## src/verilog/wb_pkg.sv

```systemverilog
package wb_pkg;

    // Register file geometry
    localparam int reg_sel_w = 5;   // 32 architectural registers
    localparam int word_w    = 32;  // Data path width

    typedef logic [reg_sel_w-1:0] reg_sel_t;

    // One register file write
    // valid is the done strobe at the inputs
    // At a queue head it means the entry may be written now
    typedef struct packed {
        logic              valid;
        reg_sel_t          reg_sel;  // Destination register
        logic [word_w-1:0] wdat;     // Write data
    } wb_t;

    // Speculation window tracking
    typedef enum logic {
        IDLE = 1'b0,  // No branch outstanding
        SPEC = 1'b1   // Branch unresolved, ALU results held back
    } spec_state_t;

    // Source that owns the current writeback
    typedef enum logic [1:0] {
        NONE = 2'd0,  // No write this cycle
        JUMP = 2'd1,  // Link value from jump unit
        ALU  = 2'd2,  // Head of ALU queue
        LOAD = 2'd3   // Head of load queue
    } wb_src_t;

endpackage

```

## src/verilog/wb_intake.sv

```systemverilog
`timescale 1ns/10ps

module wb_intake (
    input  logic          CLK,
    input  logic          nRST,
    input  wb_pkg::wb_t   alu_in,
    input  wb_pkg::wb_t   load_in,
    input  wb_pkg::wb_t   jump_in,
    input  logic          branch_spec,        // Level, high while branch unresolved
    input  logic          branch_correct,     // One cycle pulse
    input  logic          branch_mispredict,  // One cycle pulse
    output wb_pkg::wb_t   alu_q,
    output wb_pkg::wb_t   load_q,
    output wb_pkg::wb_t   jump_q,
    output logic          alu_spec,           // alu_q belongs to the open window
    output logic          commit,             // Spec entries become ordinary
    output logic          squash              // Spec entries are dropped
);

    wb_pkg::spec_state_t state, state_n;
    logic prev_spec;   // branch_spec one cycle ago
    logic spec_rise;
    logic outcome;
    logic in_window;

    assign spec_rise = branch_spec && !prev_spec;
    assign outcome   = branch_correct || branch_mispredict;

    // Outcome in the same cycle the window opens still counts
    assign in_window = (state == wb_pkg::SPEC) || spec_rise;

    // Speculation window FSM
    always_comb begin
        state_n = state;
        case (state)
            wb_pkg::IDLE: begin
                if (spec_rise && !outcome) begin
                    state_n = wb_pkg::SPEC;   // Window opens
                end
            end
            wb_pkg::SPEC: begin
                if (outcome) begin
                    state_n = wb_pkg::IDLE;   // Branch resolved either way
                end
            end
            default: state_n = wb_pkg::IDLE;
        endcase
    end

    always_ff @(posedge CLK, negedge nRST) begin
        if (!nRST) begin
            state     <= wb_pkg::IDLE;
            prev_spec <= 1'b0;
            alu_q     <= '0;
            load_q    <= '0;
            jump_q    <= '0;
            alu_spec  <= 1'b0;
            commit    <= 1'b0;
            squash    <= 1'b0;
        end else begin
            state     <= state_n;
            prev_spec <= branch_spec;
            alu_q     <= alu_in;
            load_q    <= load_in;
            jump_q    <= jump_in;       // Straight on to the arbiter
            alu_spec  <= alu_in.valid && branch_spec;
            // Outcome pulses delayed to line up with registered results
            commit    <= branch_correct && in_window;
            squash    <= branch_mispredict && in_window;
        end
    end

endmodule

```

## src/verilog/wb_alu_queue.sv

```systemverilog
`timescale 1ns/10ps

module wb_alu_queue #(
    parameter int BUFFER_DEPTH = 4   // Power of two
) (
    input  logic          CLK,
    input  logic          nRST,
    input  wb_pkg::wb_t   push,
    input  logic          push_spec,  // Pushed entry is speculative
    input  logic          commit,
    input  logic          squash,
    input  logic          pop,
    output wb_pkg::wb_t   head,       // valid only for a non-speculative head
    output logic          ready
);

    localparam int ptr_w = $clog2(BUFFER_DEPTH);
    localparam int cnt_w = $clog2(BUFFER_DEPTH + 1);

    wb_pkg::wb_t             mem [BUFFER_DEPTH];
    logic [BUFFER_DEPTH-1:0] spec_bits;      // One per slot
    logic [ptr_w-1:0]        wptr, rptr;
    logic [ptr_w-1:0]        saved_wptr;     // Slot of first spec entry
    logic [cnt_w-1:0]        count;          // Occupancy incl. spec entries
    logic [cnt_w-1:0]        spec_cnt;       // Spec entries in flight

    logic                    wr_en;
    logic                    wr_spec;
    logic                    rd_en;
    logic [ptr_w-1:0]        wr_addr;
    logic [ptr_w-1:0]        wptr_n;
    logic [cnt_w-1:0]        count_n;
    logic [cnt_w-1:0]        spec_cnt_n;

    // Head presentation
    always_comb begin
        head       = mem[rptr];
        head.valid = (count != '0) && !spec_bits[rptr];  // Spec head waits
    end

    // Room for the result still in the intake register
    assign ready = (count < cnt_w'(BUFFER_DEPTH - 1));

    assign rd_en = pop && head.valid;

    // Next pointer and counters
    always_comb begin
        wr_en      = push.valid;
        wr_spec    = push.valid && push_spec;
        wr_addr    = wptr;
        wptr_n     = wptr + ptr_w'(wr_en);   // Wraps naturally
        spec_cnt_n = spec_cnt + cnt_w'(wr_spec);
        count_n    = count + cnt_w'(wr_en) - cnt_w'(rd_en);
        if (squash) begin
            // Rewind to first spec slot, stay put if the window pushed nothing
            wr_en      = push.valid && !push_spec;  // Late spec push dropped too
            wr_addr    = (spec_cnt != '0) ? saved_wptr : wptr;
            wptr_n     = wr_addr + ptr_w'(wr_en);
            spec_cnt_n = '0;
            count_n    = count - spec_cnt + cnt_w'(wr_en) - cnt_w'(rd_en);
        end else if (commit) begin
            spec_cnt_n = '0;   // Everything ordinary from here
        end
    end

    // Control state
    always_ff @(posedge CLK, negedge nRST) begin
        if (!nRST) begin
            wptr       <= '0;
            rptr       <= '0;
            saved_wptr <= '0;
            count      <= '0;
            spec_cnt   <= '0;
            spec_bits  <= '0;
        end else begin
            wptr     <= wptr_n;
            count    <= count_n;
            spec_cnt <= spec_cnt_n;
            if (rd_en) begin
                rptr <= rptr + ptr_w'(1);
            end
            // Remember where the window started
            if (wr_spec && !squash && !commit && (spec_cnt == '0)) begin
                saved_wptr <= wptr;
            end
            if (commit) begin
                spec_bits <= '0;
            end
            if (wr_en) begin
                spec_bits[wr_addr] <= wr_spec && !commit && !squash;
            end
        end
    end

    // Payload storage
    always_ff @(posedge CLK) begin
        if (wr_en) begin
            mem[wr_addr] <= push;
        end
    end

endmodule

```

## src/verilog/wb_load_queue.sv

```systemverilog
`timescale 1ns/10ps

module wb_load_queue #(
    parameter int BUFFER_DEPTH = 4   // Power of two
) (
    input  logic          CLK,
    input  logic          nRST,
    input  wb_pkg::wb_t   push,
    input  logic          pop,
    output wb_pkg::wb_t   head,
    output logic          ready
);

    localparam int ptr_w = $clog2(BUFFER_DEPTH);
    localparam int cnt_w = $clog2(BUFFER_DEPTH + 1);

    wb_pkg::wb_t      mem [BUFFER_DEPTH];
    logic [ptr_w-1:0] wptr, rptr;
    logic [cnt_w-1:0] count;
    logic             rd_en;

    always_comb begin
        head       = mem[rptr];
        head.valid = (count != '0);   // Loads never speculative
    end

    assign ready = (count < cnt_w'(BUFFER_DEPTH - 1));  // One slot kept for in-flight result
    assign rd_en = pop && head.valid;

    always_ff @(posedge CLK, negedge nRST) begin
        if (!nRST) begin
            wptr  <= '0;
            rptr  <= '0;
            count <= '0;
        end else begin
            if (push.valid) begin
                wptr <= wptr + ptr_w'(1);
            end
            if (rd_en) begin
                rptr <= rptr + ptr_w'(1);
            end
            count <= count + cnt_w'(push.valid) - cnt_w'(rd_en);
        end
    end

    // Payload storage
    always_ff @(posedge CLK) begin
        if (push.valid) begin
            mem[wptr] <= push;
        end
    end

endmodule

```

## src/verilog/wb_arbiter.sv

```systemverilog
`timescale 1ns/10ps

module wb_arbiter (
    input  logic              CLK,
    input  logic              nRST,
    input  wb_pkg::wb_t       jump_q,
    input  wb_pkg::wb_t       alu_head,
    input  wb_pkg::wb_t       load_head,
    output logic              alu_pop,
    output logic              load_pop,
    output wb_pkg::wb_t       wb_out,   // Registered register file write
    output wb_pkg::wb_src_t   wb_src
);

    logic            rr_alu;     // High when ALU wins the next contest
    logic            rr_alu_n;
    wb_pkg::wb_t     win;
    wb_pkg::wb_src_t win_src;

    // Selection
    always_comb begin
        alu_pop  = 1'b0;
        load_pop = 1'b0;
        rr_alu_n = rr_alu;
        win      = '0;
        win_src  = wb_pkg::NONE;
        if (jump_q.valid) begin
            // Jump bypasses the queues, heads wait
            win     = jump_q;
            win_src = wb_pkg::JUMP;
        end else if (alu_head.valid && load_head.valid) begin
            rr_alu_n = !rr_alu;   // Toggle only when contested
            if (rr_alu) begin
                win     = alu_head;
                win_src = wb_pkg::ALU;
                alu_pop = 1'b1;
            end else begin
                win      = load_head;
                win_src  = wb_pkg::LOAD;
                load_pop = 1'b1;
            end
        end else if (alu_head.valid) begin
            win     = alu_head;
            win_src = wb_pkg::ALU;
            alu_pop = 1'b1;
        end else if (load_head.valid) begin
            win      = load_head;
            win_src  = wb_pkg::LOAD;
            load_pop = 1'b1;
        end
    end

    always_ff @(posedge CLK, negedge nRST) begin
        if (!nRST) begin
            rr_alu <= 1'b0;          // LOAD takes the first contest
            wb_out <= '0;
            wb_src <= wb_pkg::NONE;
        end else begin
            rr_alu <= rr_alu_n;
            wb_out <= win;
            wb_src <= win_src;
        end
    end

endmodule

```

## src/verilog/writeback_top.sv

```systemverilog
`timescale 1ns/10ps

module writeback_top #(
    parameter int BUFFER_DEPTH = 4
) (
    input  logic              CLK,
    input  logic              nRST,
    input  wb_pkg::wb_t       alu_in,
    input  wb_pkg::wb_t       load_in,
    input  wb_pkg::wb_t       jump_in,
    input  logic              branch_spec,
    input  logic              branch_correct,
    input  logic              branch_mispredict,
    output wb_pkg::wb_t       wb_out,
    output wb_pkg::wb_src_t   wb_src,
    output logic              alu_ready,
    output logic              load_ready
);

    // Stage 1 to stage 2
    wb_pkg::wb_t alu_q, load_q, jump_q;
    logic        alu_spec;
    logic        commit;
    logic        squash;

    // Stage 2 to stage 3 and back
    wb_pkg::wb_t alu_head, load_head;
    logic        alu_pop, load_pop;

    wb_intake u_intake (
        .CLK               (CLK),
        .nRST              (nRST),
        .alu_in            (alu_in),
        .load_in           (load_in),
        .jump_in           (jump_in),
        .branch_spec       (branch_spec),
        .branch_correct    (branch_correct),
        .branch_mispredict (branch_mispredict),
        .alu_q             (alu_q),
        .load_q            (load_q),
        .jump_q            (jump_q),
        .alu_spec          (alu_spec),
        .commit            (commit),
        .squash            (squash)
    );

    wb_alu_queue #(.BUFFER_DEPTH(BUFFER_DEPTH)) u_alu_queue (
        .CLK       (CLK),
        .nRST      (nRST),
        .push      (alu_q),
        .push_spec (alu_spec),
        .commit    (commit),
        .squash    (squash),
        .pop       (alu_pop),
        .head      (alu_head),
        .ready     (alu_ready)
    );

    wb_load_queue #(.BUFFER_DEPTH(BUFFER_DEPTH)) u_load_queue (
        .CLK   (CLK),
        .nRST  (nRST),
        .push  (load_q),
        .pop   (load_pop),
        .head  (load_head),
        .ready (load_ready)
    );

    wb_arbiter u_arbiter (
        .CLK       (CLK),
        .nRST      (nRST),
        .jump_q    (jump_q),    // Jump skips the queues
        .alu_head  (alu_head),
        .load_head (load_head),
        .alu_pop   (alu_pop),
        .load_pop  (load_pop),
        .wb_out    (wb_out),
        .wb_src    (wb_src)
    );

endmodule

```

## config.mk

```make
export PLATFORM = sky130hd
export DESIGN_NAME = writeback_top
export DESIGN_NICKNAME = d
export VERILOG_FILES = /design/src/verilog/wb_pkg.sv /design/src/verilog/wb_intake.sv /design/src/verilog/wb_alu_queue.sv /design/src/verilog/wb_load_queue.sv /design/src/verilog/wb_arbiter.sv /design/src/verilog/writeback_top.sv
export SDC_FILE = /design/constraint.sdc
export NUM_CORES = 1
export LEC_CHECK = 0
export ABC_AREA = 1
export BUFFER_PORTS_ARGS = -buffer_cell sky130_fd_sc_hd__buf_4
export CAP_MARGIN = 30
export CELL_PAD_IN_SITES_DETAIL_PLACEMENT = 1
export CELL_PAD_IN_SITES_GLOBAL_PLACEMENT = 2
export CORE_ASPECT_RATIO = 0.7
export CORE_MARGIN = 2
export CORE_UTILIZATION = 40
export CTS_CLUSTER_SIZE = 40
export DETAILED_ROUTE_END_ITERATION = 8
export PLACE_DENSITY_LB_ADDON = 0.1
export RECOVER_POWER = 50
export SETUP_SLACK_MARGIN = 0.4
export SYNTH_ARGS = -nofsm -noshare
export SYNTH_HDL_FRONTEND = slang
export SYNTH_SLANG_ARGS = --single-unit
```

## constraint.sdc

```tcl
create_clock -name CLK -period 3.4 [get_ports CLK]
set_input_delay 0.34 -clock CLK [delete_from_list [all_inputs] [get_ports CLK]]
set_output_delay 0.34 -clock CLK [all_outputs]
set_load 0.03 [all_outputs]
```

# --- Word level (Yosys, flattened, before mapping) ---
# Memories as Yosys holds them, arrays and structs flattened.
# Cells that the tools add are included.
word_totals:
  register_bits: 183
  ramBits: 304
  input_bits: 119
  wordCells: 121
  mem_count: 2
mem_list:
  columns: ["memory", "words", "width", "rd", "rd_clocked_by_memory_dff", "write_ports", "line_no", "source"]
  rows:
  - ["u_alu_queue.mem", 4, 38, 1, 0, 1, "wb_alu_queue.sv:20", "wb_pkg::wb_t mem [BUFFER_DEPTH];"]
  - ["u_load_queue.mem", 4, 38, 1, 0, 1, "wb_load_queue.sv:17", "wb_pkg::wb_t mem [BUFFER_DEPTH];"]
classes:
  addsub: 13
  magnitude_cmp: 5
  n_mux: 40
  bitwise_logic: 2
  reduce_logical: 31
op_table:
  columns: ["operator", "count"]
  rows:
  - ["$mux 38", 5]
  - ["$mux 1", 19]
  - ["$logic_and 1x1->1", 17]
  - ["$mux 2", 7]
  - ["$add 3x1->3", 4]
  - ["$mux 3", 3]
  - ["$reduce_bool 3->1", 3]
  - ["$sub 3x1->3", 3]
  - ["$mux 4", 2]
  - ["$logic_not 1->1", 7]
  - ["$add 2x1->2 const B", 3]
  - ["$lt 2x3->1 const B", 2]
  - ["$lt 3x2->1 const B", 2]
  - ["$add 2x1->2", 2]
  - ["$bwmux 4", 1]
  - ["$logic_not 3->1", 1]
  - ["$sub 3x3->3", 1]
  - ["$bmux 1 s2", 1]
  - ["$demux 1 s2", 1]
  - ["$ge 2x1->1 const B", 1]
  - ["$logic_or 1x1->1", 2]
  - ["$not 1->1", 2]
  - ["$pmux 1 s2", 1]
  - ["$reduce_and 2->1", 1]

# --- Depth between registers and ports, before layout ---
depth:
  word_depth: 10
  ltp_mapped: 18
  ltp_nobuf: 16

# --- Modules after synthesis ---
# From an unflattened synthesis, not the netlist that was laid out.
unflattened:
  hier_cells: 1692
  area_unflattened_um2: 18865.6
modules_own_cells:
  columns: ["module", "n_inst", "cells_per_inst", "area_each_um2", "seq_area_each_um2"]
  rows:
  - ["wb_alu_queue", 1, 510, 6653.9, 4844.6]
  - ["wb_load_queue", 1, 519, 6234.7, 4619.4]
  - ["wb_intake", 1, 130, 3025.4, 2977.9]
  - ["wb_arbiter", 1, 533, 2951.6, 1026.0]

# --- Worst setup path before layout ---
# No wires, ideal clock.
synth_timing:
  path_kind: "register to register"
  startpoint: "reg u_load_queue.count[1]"
  endpoint: "reg u_alu_queue.count[2]"
  setup_ps: 136
  t_arrival_ps: 2643
  path_slack_ps: 621
  stages_incl_launch_ff: 17
  n_path_buf: 1
  cell_sequence: "dfrtp_1 inv_2 nand3_1 nand2_1 nand3_2 buf_6 nor2_4 inv_1 fa_1 inv_1 fa_1 inv_1 ha_1 xnor2_1 or2_2 nand3_1 o21ai_0"
synth_via:
  elab_chain_len: 7
synth_rtl:
  columns: ["element", "line_no", "source"]
  rows:
  - ["start, declared", "wb_load_queue.sv:19", "logic [cnt_w-1:0] count;"]
  - ["start signal, assigned", "wb_load_queue.sv:42", "count <= count + cnt_w'(push.valid) - cnt_w'(rd_en);"]
  - ["$reduce_bool 3->1 (*)", "wb_load_queue.sv:24", "head.valid = (count != '0);"]
  - ["$logic_and 1x1->1 (*)", "wb_arbiter.sv:31", "end else if (alu_head.valid && load_head.valid) begin"]
  - ["$mux 1 (*)", "wb_arbiter.sv:31", null]
  - ["$mux 1 (*)", "wb_arbiter.sv:27", "if (jump_q.valid) begin"]
  - ["$logic_and 1x1->1 (*)", "wb_alu_queue.sv:44", "assign rd_en = pop && head.valid;"]
  - ["named net u_alu_queue.rd_en", "wb_alu_queue.sv:29", "logic rd_en;"]
  - ["$sub 3x1->3 (on tied branches)", "wb_alu_queue.sv:53, wb_alu_queue.sv:60", null]
  - ["$mux 3 (*)", "wb_alu_queue.sv:54", "if (squash) begin"]
  - ["named net u_alu_queue.count_n[2]", "wb_alu_queue.sv:32", "logic [cnt_w-1:0] count_n;"]
  - ["end signal, assigned", "wb_alu_queue.sv:77", "count <= count_n;"]
  - ["end, declared", "wb_alu_queue.sv:24", "logic [cnt_w-1:0] count;"]
# The timed path passes the listed nets; every way through them passes the cells marked *.
# A chain may end at the register's enable or synchronous reset.

# --- Final worst setup path ---
layout_timing:
  startpoint: "reg u_alu_queue.rptr[0]"
  endpoint: "reg u_alu_queue.count[2]"
layout_via:
  elab_chain_len: 10
layout_rtl:
  columns: ["element", "line_no", "source"]
  rows:
  - ["start, declared", "wb_alu_queue.sv:22", "logic [ptr_w-1:0] wptr, rptr;"]
  - ["start signal, assigned", "wb_alu_queue.sv:80", "rptr <= rptr + ptr_w'(1);"]
  - ["$bmux 1 s2 (*)", "wb_alu_queue.sv:38", "head.valid = (count != '0) && !spec_bits[rptr];"]
  - ["$mux 1 (implied by the code) (*)", "wb_alu_queue.sv:38", null]
  - ["$logic_not 1->1 (*)", "wb_alu_queue.sv:38", null]
  - ["$logic_and 1x1->1 (*)", "wb_alu_queue.sv:38", null]
  - ["$mux 1 or $logic_and 1x1->1 (tied branches)", "wb_arbiter.sv:42, wb_arbiter.sv:31", null]
  - ["$mux 1", "wb_arbiter.sv:31", null]
  - ["$mux 1", "wb_arbiter.sv:27", null]
  - ["$logic_and 1x1->1 (*)", "wb_alu_queue.sv:44", null]
  - ["named net u_alu_queue.rd_en", "wb_alu_queue.sv:29", null]
  - ["$sub 3x1->3 (on tied branches)", "wb_alu_queue.sv:53, wb_alu_queue.sv:60", null]
  - ["$mux 3 (*)", "wb_alu_queue.sv:54", null]
  - ["named net u_alu_queue.count_n[2]", "wb_alu_queue.sv:32", null]
# The timed path passes the listed nets; every way through them passes the cells marked *. The select of a mux whose other input is x is not followed.

==> metrics.txt <==
vias in the first global route 12000; CP Max Fanout 13; Worst-path clk slew 0.06 ns; Worst path most repeated cell inv_2; Final Skew 0.0208 ns; layout cells sized above 1 16.3%; EDFF count, synth 296; Routed WL 43100 um; Worst-Skew Late Latency 0.56 ns; Site Rows 64; H-tree Lvls 2; CP max-delay cell dfrtp_2; Slowest Stage Delay on Critical Path 0.43 ns; # IOs 161; max-slew violations 81; Syn Inst Count 1402; status finished, violations left; # setup viols final 0; Post-Syn Area per Cell 12.6 um^2; most common cell in the netlist edfxtp_1; root buf cell clkbuf_16; Setup CP Type reg -> reg; Starting Density 40.6%; prevailing post-synth register cell edfxtp_1; GPL Wtd Cong 0.769; fin nets 1830; DIE WIDTH 255 um; CP required 3.82 ns; Core ar. 0.0436 mm^2; ys async rst share 38.2%; Post-Synthesis Cell Area 0.0177 mm^2; dpl cells 2114; Reg2Reg Setup Slack 0.63 ns; Max IR drop VDD 0.000485 V; final hold vios 0; Maximum Capacitance Violations 1; Hold WC Path Type in -> reg; final worst-path cycle share 81.3%; Post-synth top cells edfxtp_1, nand2_1, nor2_1, dfrtp_1, o21ai_0; die area 0.0460 mm^2; Fillers 4458; gr usage total 19.2%; Die H 180 um; DR pass1 iterations 4; # diodes 0; WL per Instance 18.6 um; Yosys cell types 27; number of buffers added on ports 160; top-area cell type share of the netlist area 50.2%; initial antenna violation count 1; Least-Margin Pin Slew 2.24 ns; leakage 0.00900 uW; 1st-iter DRT viols 586; Seq cells post-synth 479; Num CTS Buffers 47; CTS Sinks 479; first-pass GRT wire length 68300 um; grt total ovfl 0; WP data arrival 3.19 ns; failing checks capacitance limit, slew limit; synthesis warning total 0; largest cells by area after synthesis edfxtp_1, dfrtp_1, nand2_1; power density over cell area 859 mW/mm^2; Area growth syn-to-layout 25.7%; startpoint types register; # DRC 0; post-route ant nets 0; Max Buffers Root-to-Sink 3; vias 11100; syn_nets 1541; Post-DP HPWL 26100 um; final core utilization 51.0%; via density per instance 4.79; Slew headroom -49.2%; Design Power 19100 uW; Fmax 362 MHz; Seq/Total Area, Yosys 76.1%; total negative slack 0 ns; critical path capture point type register; pin count of the biggest net entering global routing 81; post-route insts no fill 2323; critical-path cell list inv_6, nand2_1, nand3_2, nand2_4, nand3_4, nor2_4, inv_2, fa_2, inv_2, fa_1, inv_1, ha_1, xnor2_1, or2_2, nand3_1, o21ai_0; Tmin final 2.77 ns; CTS tree built; unrepaired setup endpoints after global routing false; dominant cell type by area after synthesis edfxtp_1
## critical path, delay by kind of cell (launching register included)
| family | cells | cell delay [ns] |
|---|---|---|
| AO/OA/AOI/OAI | 1 | 0.09 |
| flip-flops | 1 | 0.43 |
| buffers and inverters | 4 | 0.27 |
| XOR/XNOR | 1 | 0.07 |
| AND/OR/NAND/NOR | 7 | 0.84 |
| adder cells (fa/ha/maj) | 3 | 0.93 |
## through the flow
stage          setup WS (ns)  hold slack (ns)  cell area (um^2)
2_1_floorplan          0.621           0.0444             17700
3_3_place_gp           0.496            0.446             19500
3_5_place_dp           0.459            0.450             19500
4_1_cts                0.452            0.391             22300
5_1_grt                0.205            0.422             22200
6_report               0.635            0.443             22200
## power breakdown
group          internal [uW]  switching (uW)  total (uW)
Sequential              7460             483        7950
Combinational           1830            4080        5910
Clock                   3090            2160        5250
Total                  12400            6720       19100
## flip-flops by register name (all words and copies together) (netlist names), 3 cells and up
| register | cells |
|---|---|
| u_alu_queue.count | 3 |
| u_alu_queue.mem | 148 |
| u_alu_queue.spec_bits | 4 |
| u_alu_queue.spec_cnt | 3 |
| u_arbiter.wb_out | 38 |
| u_intake.alu_q | 38 |
| u_intake.jump_q | 38 |
| u_intake.load_q | 38 |
| u_load_queue.count | 3 |
| u_load_queue.mem | 148 |
## cells by family after synthesis
logic type      count (synthesis)  synth area share [%]
xor+xnor                        9                 0.445
flops                         479                  76.1
buf+inv                       118                  3.06
compound gates                166                  4.89
fa+ha+maj                      20                  1.58
simple gates                  610                  13.9
## area by class of cell
class / instances / area (um^2) / area share [%]
clock inverter: 18 / 186 / 0.838
tap: 594 / 743 / 3.34
multi-input combinational: 805 / 3710 / 16.7
timing repair buffer: 307 / 2560 / 11.5
sequential: 479 / 13500 / 60.6
inverter: 51 / 196 / 0.883
clock buffer: 69 / 1370 / 6.16
## cells in the final DEF (no fill, tap or decap), types with 7 or more instances in the layout
cell type / instances
a21oi_1: 36
a21oi_2: 9
buf_4: 69
clkbuf_1: 29
clkbuf_16: 49
clkbuf_4: 100
clkbuf_8: 7
clkinv_1: 7
clkinv_2: 7
dfrtp_1: 179
dlygate4sd3_1: 119
edfxtp_1: 296
ha_1: 16
inv_1: 42
inv_2: 7
nand2_1: 263
nand2_2: 12
nand3_1: 87
nor2_1: 237
o21ai_0: 98
o21ai_1: 23
## worst paths after layout
check,start,endpoint,cells after the start
min,alu_in[30],u_intake.alu_q[30]$_DFF_PN0_,2
min in group asynchronous,nRST,u_arbiter.wb_out[3]$_DFF_PN0_,2
max reg2reg,u_alu_queue.rptr[0]$_DFFE_PN0P_,u_alu_queue.count[2]$_DFF_PN0_,16
max,u_alu_queue.rptr[0]$_DFFE_PN0P_,u_alu_queue.count[2]$_DFF_PN0_,16
min reg2reg,u_intake.alu_q[32]$_DFF_PN0_,u_alu_queue.mem[3][32]$_DFFE_PP_,0
max in group asynchronous,nRST,u_intake.jump_q[29]$_DFF_PN0_,3
## timing repair
| item | CTS | global route |
|---|---|---|
| hold buffers | 119 | 0 |
| hold endpoints to repair | 195 | 0 |
| buffers inserted | 0 | 3 |
| setup endpoints to repair | 0 | 1 |
| resized for setup | 0 | 8 |
## metal layers
| layer | wire (um) | up-vias | GRT usage [%] | part of all wire, % |
|---|---|---|---|---|
| met5 | 0 | - | 0 | 0 |
| met4 | 736 | 0 | 4.07 | 1.7 |
| met3 | 1530 | 57 | 3.12 | 3.5 |
| met2 | 21200 | 184 | 33.0 | 49 |
| met1 | 19700 | 5576 | 26.0 | 46 |
| li1 | - | 5304 | - | - |
(Power assumes the default switching activity.)
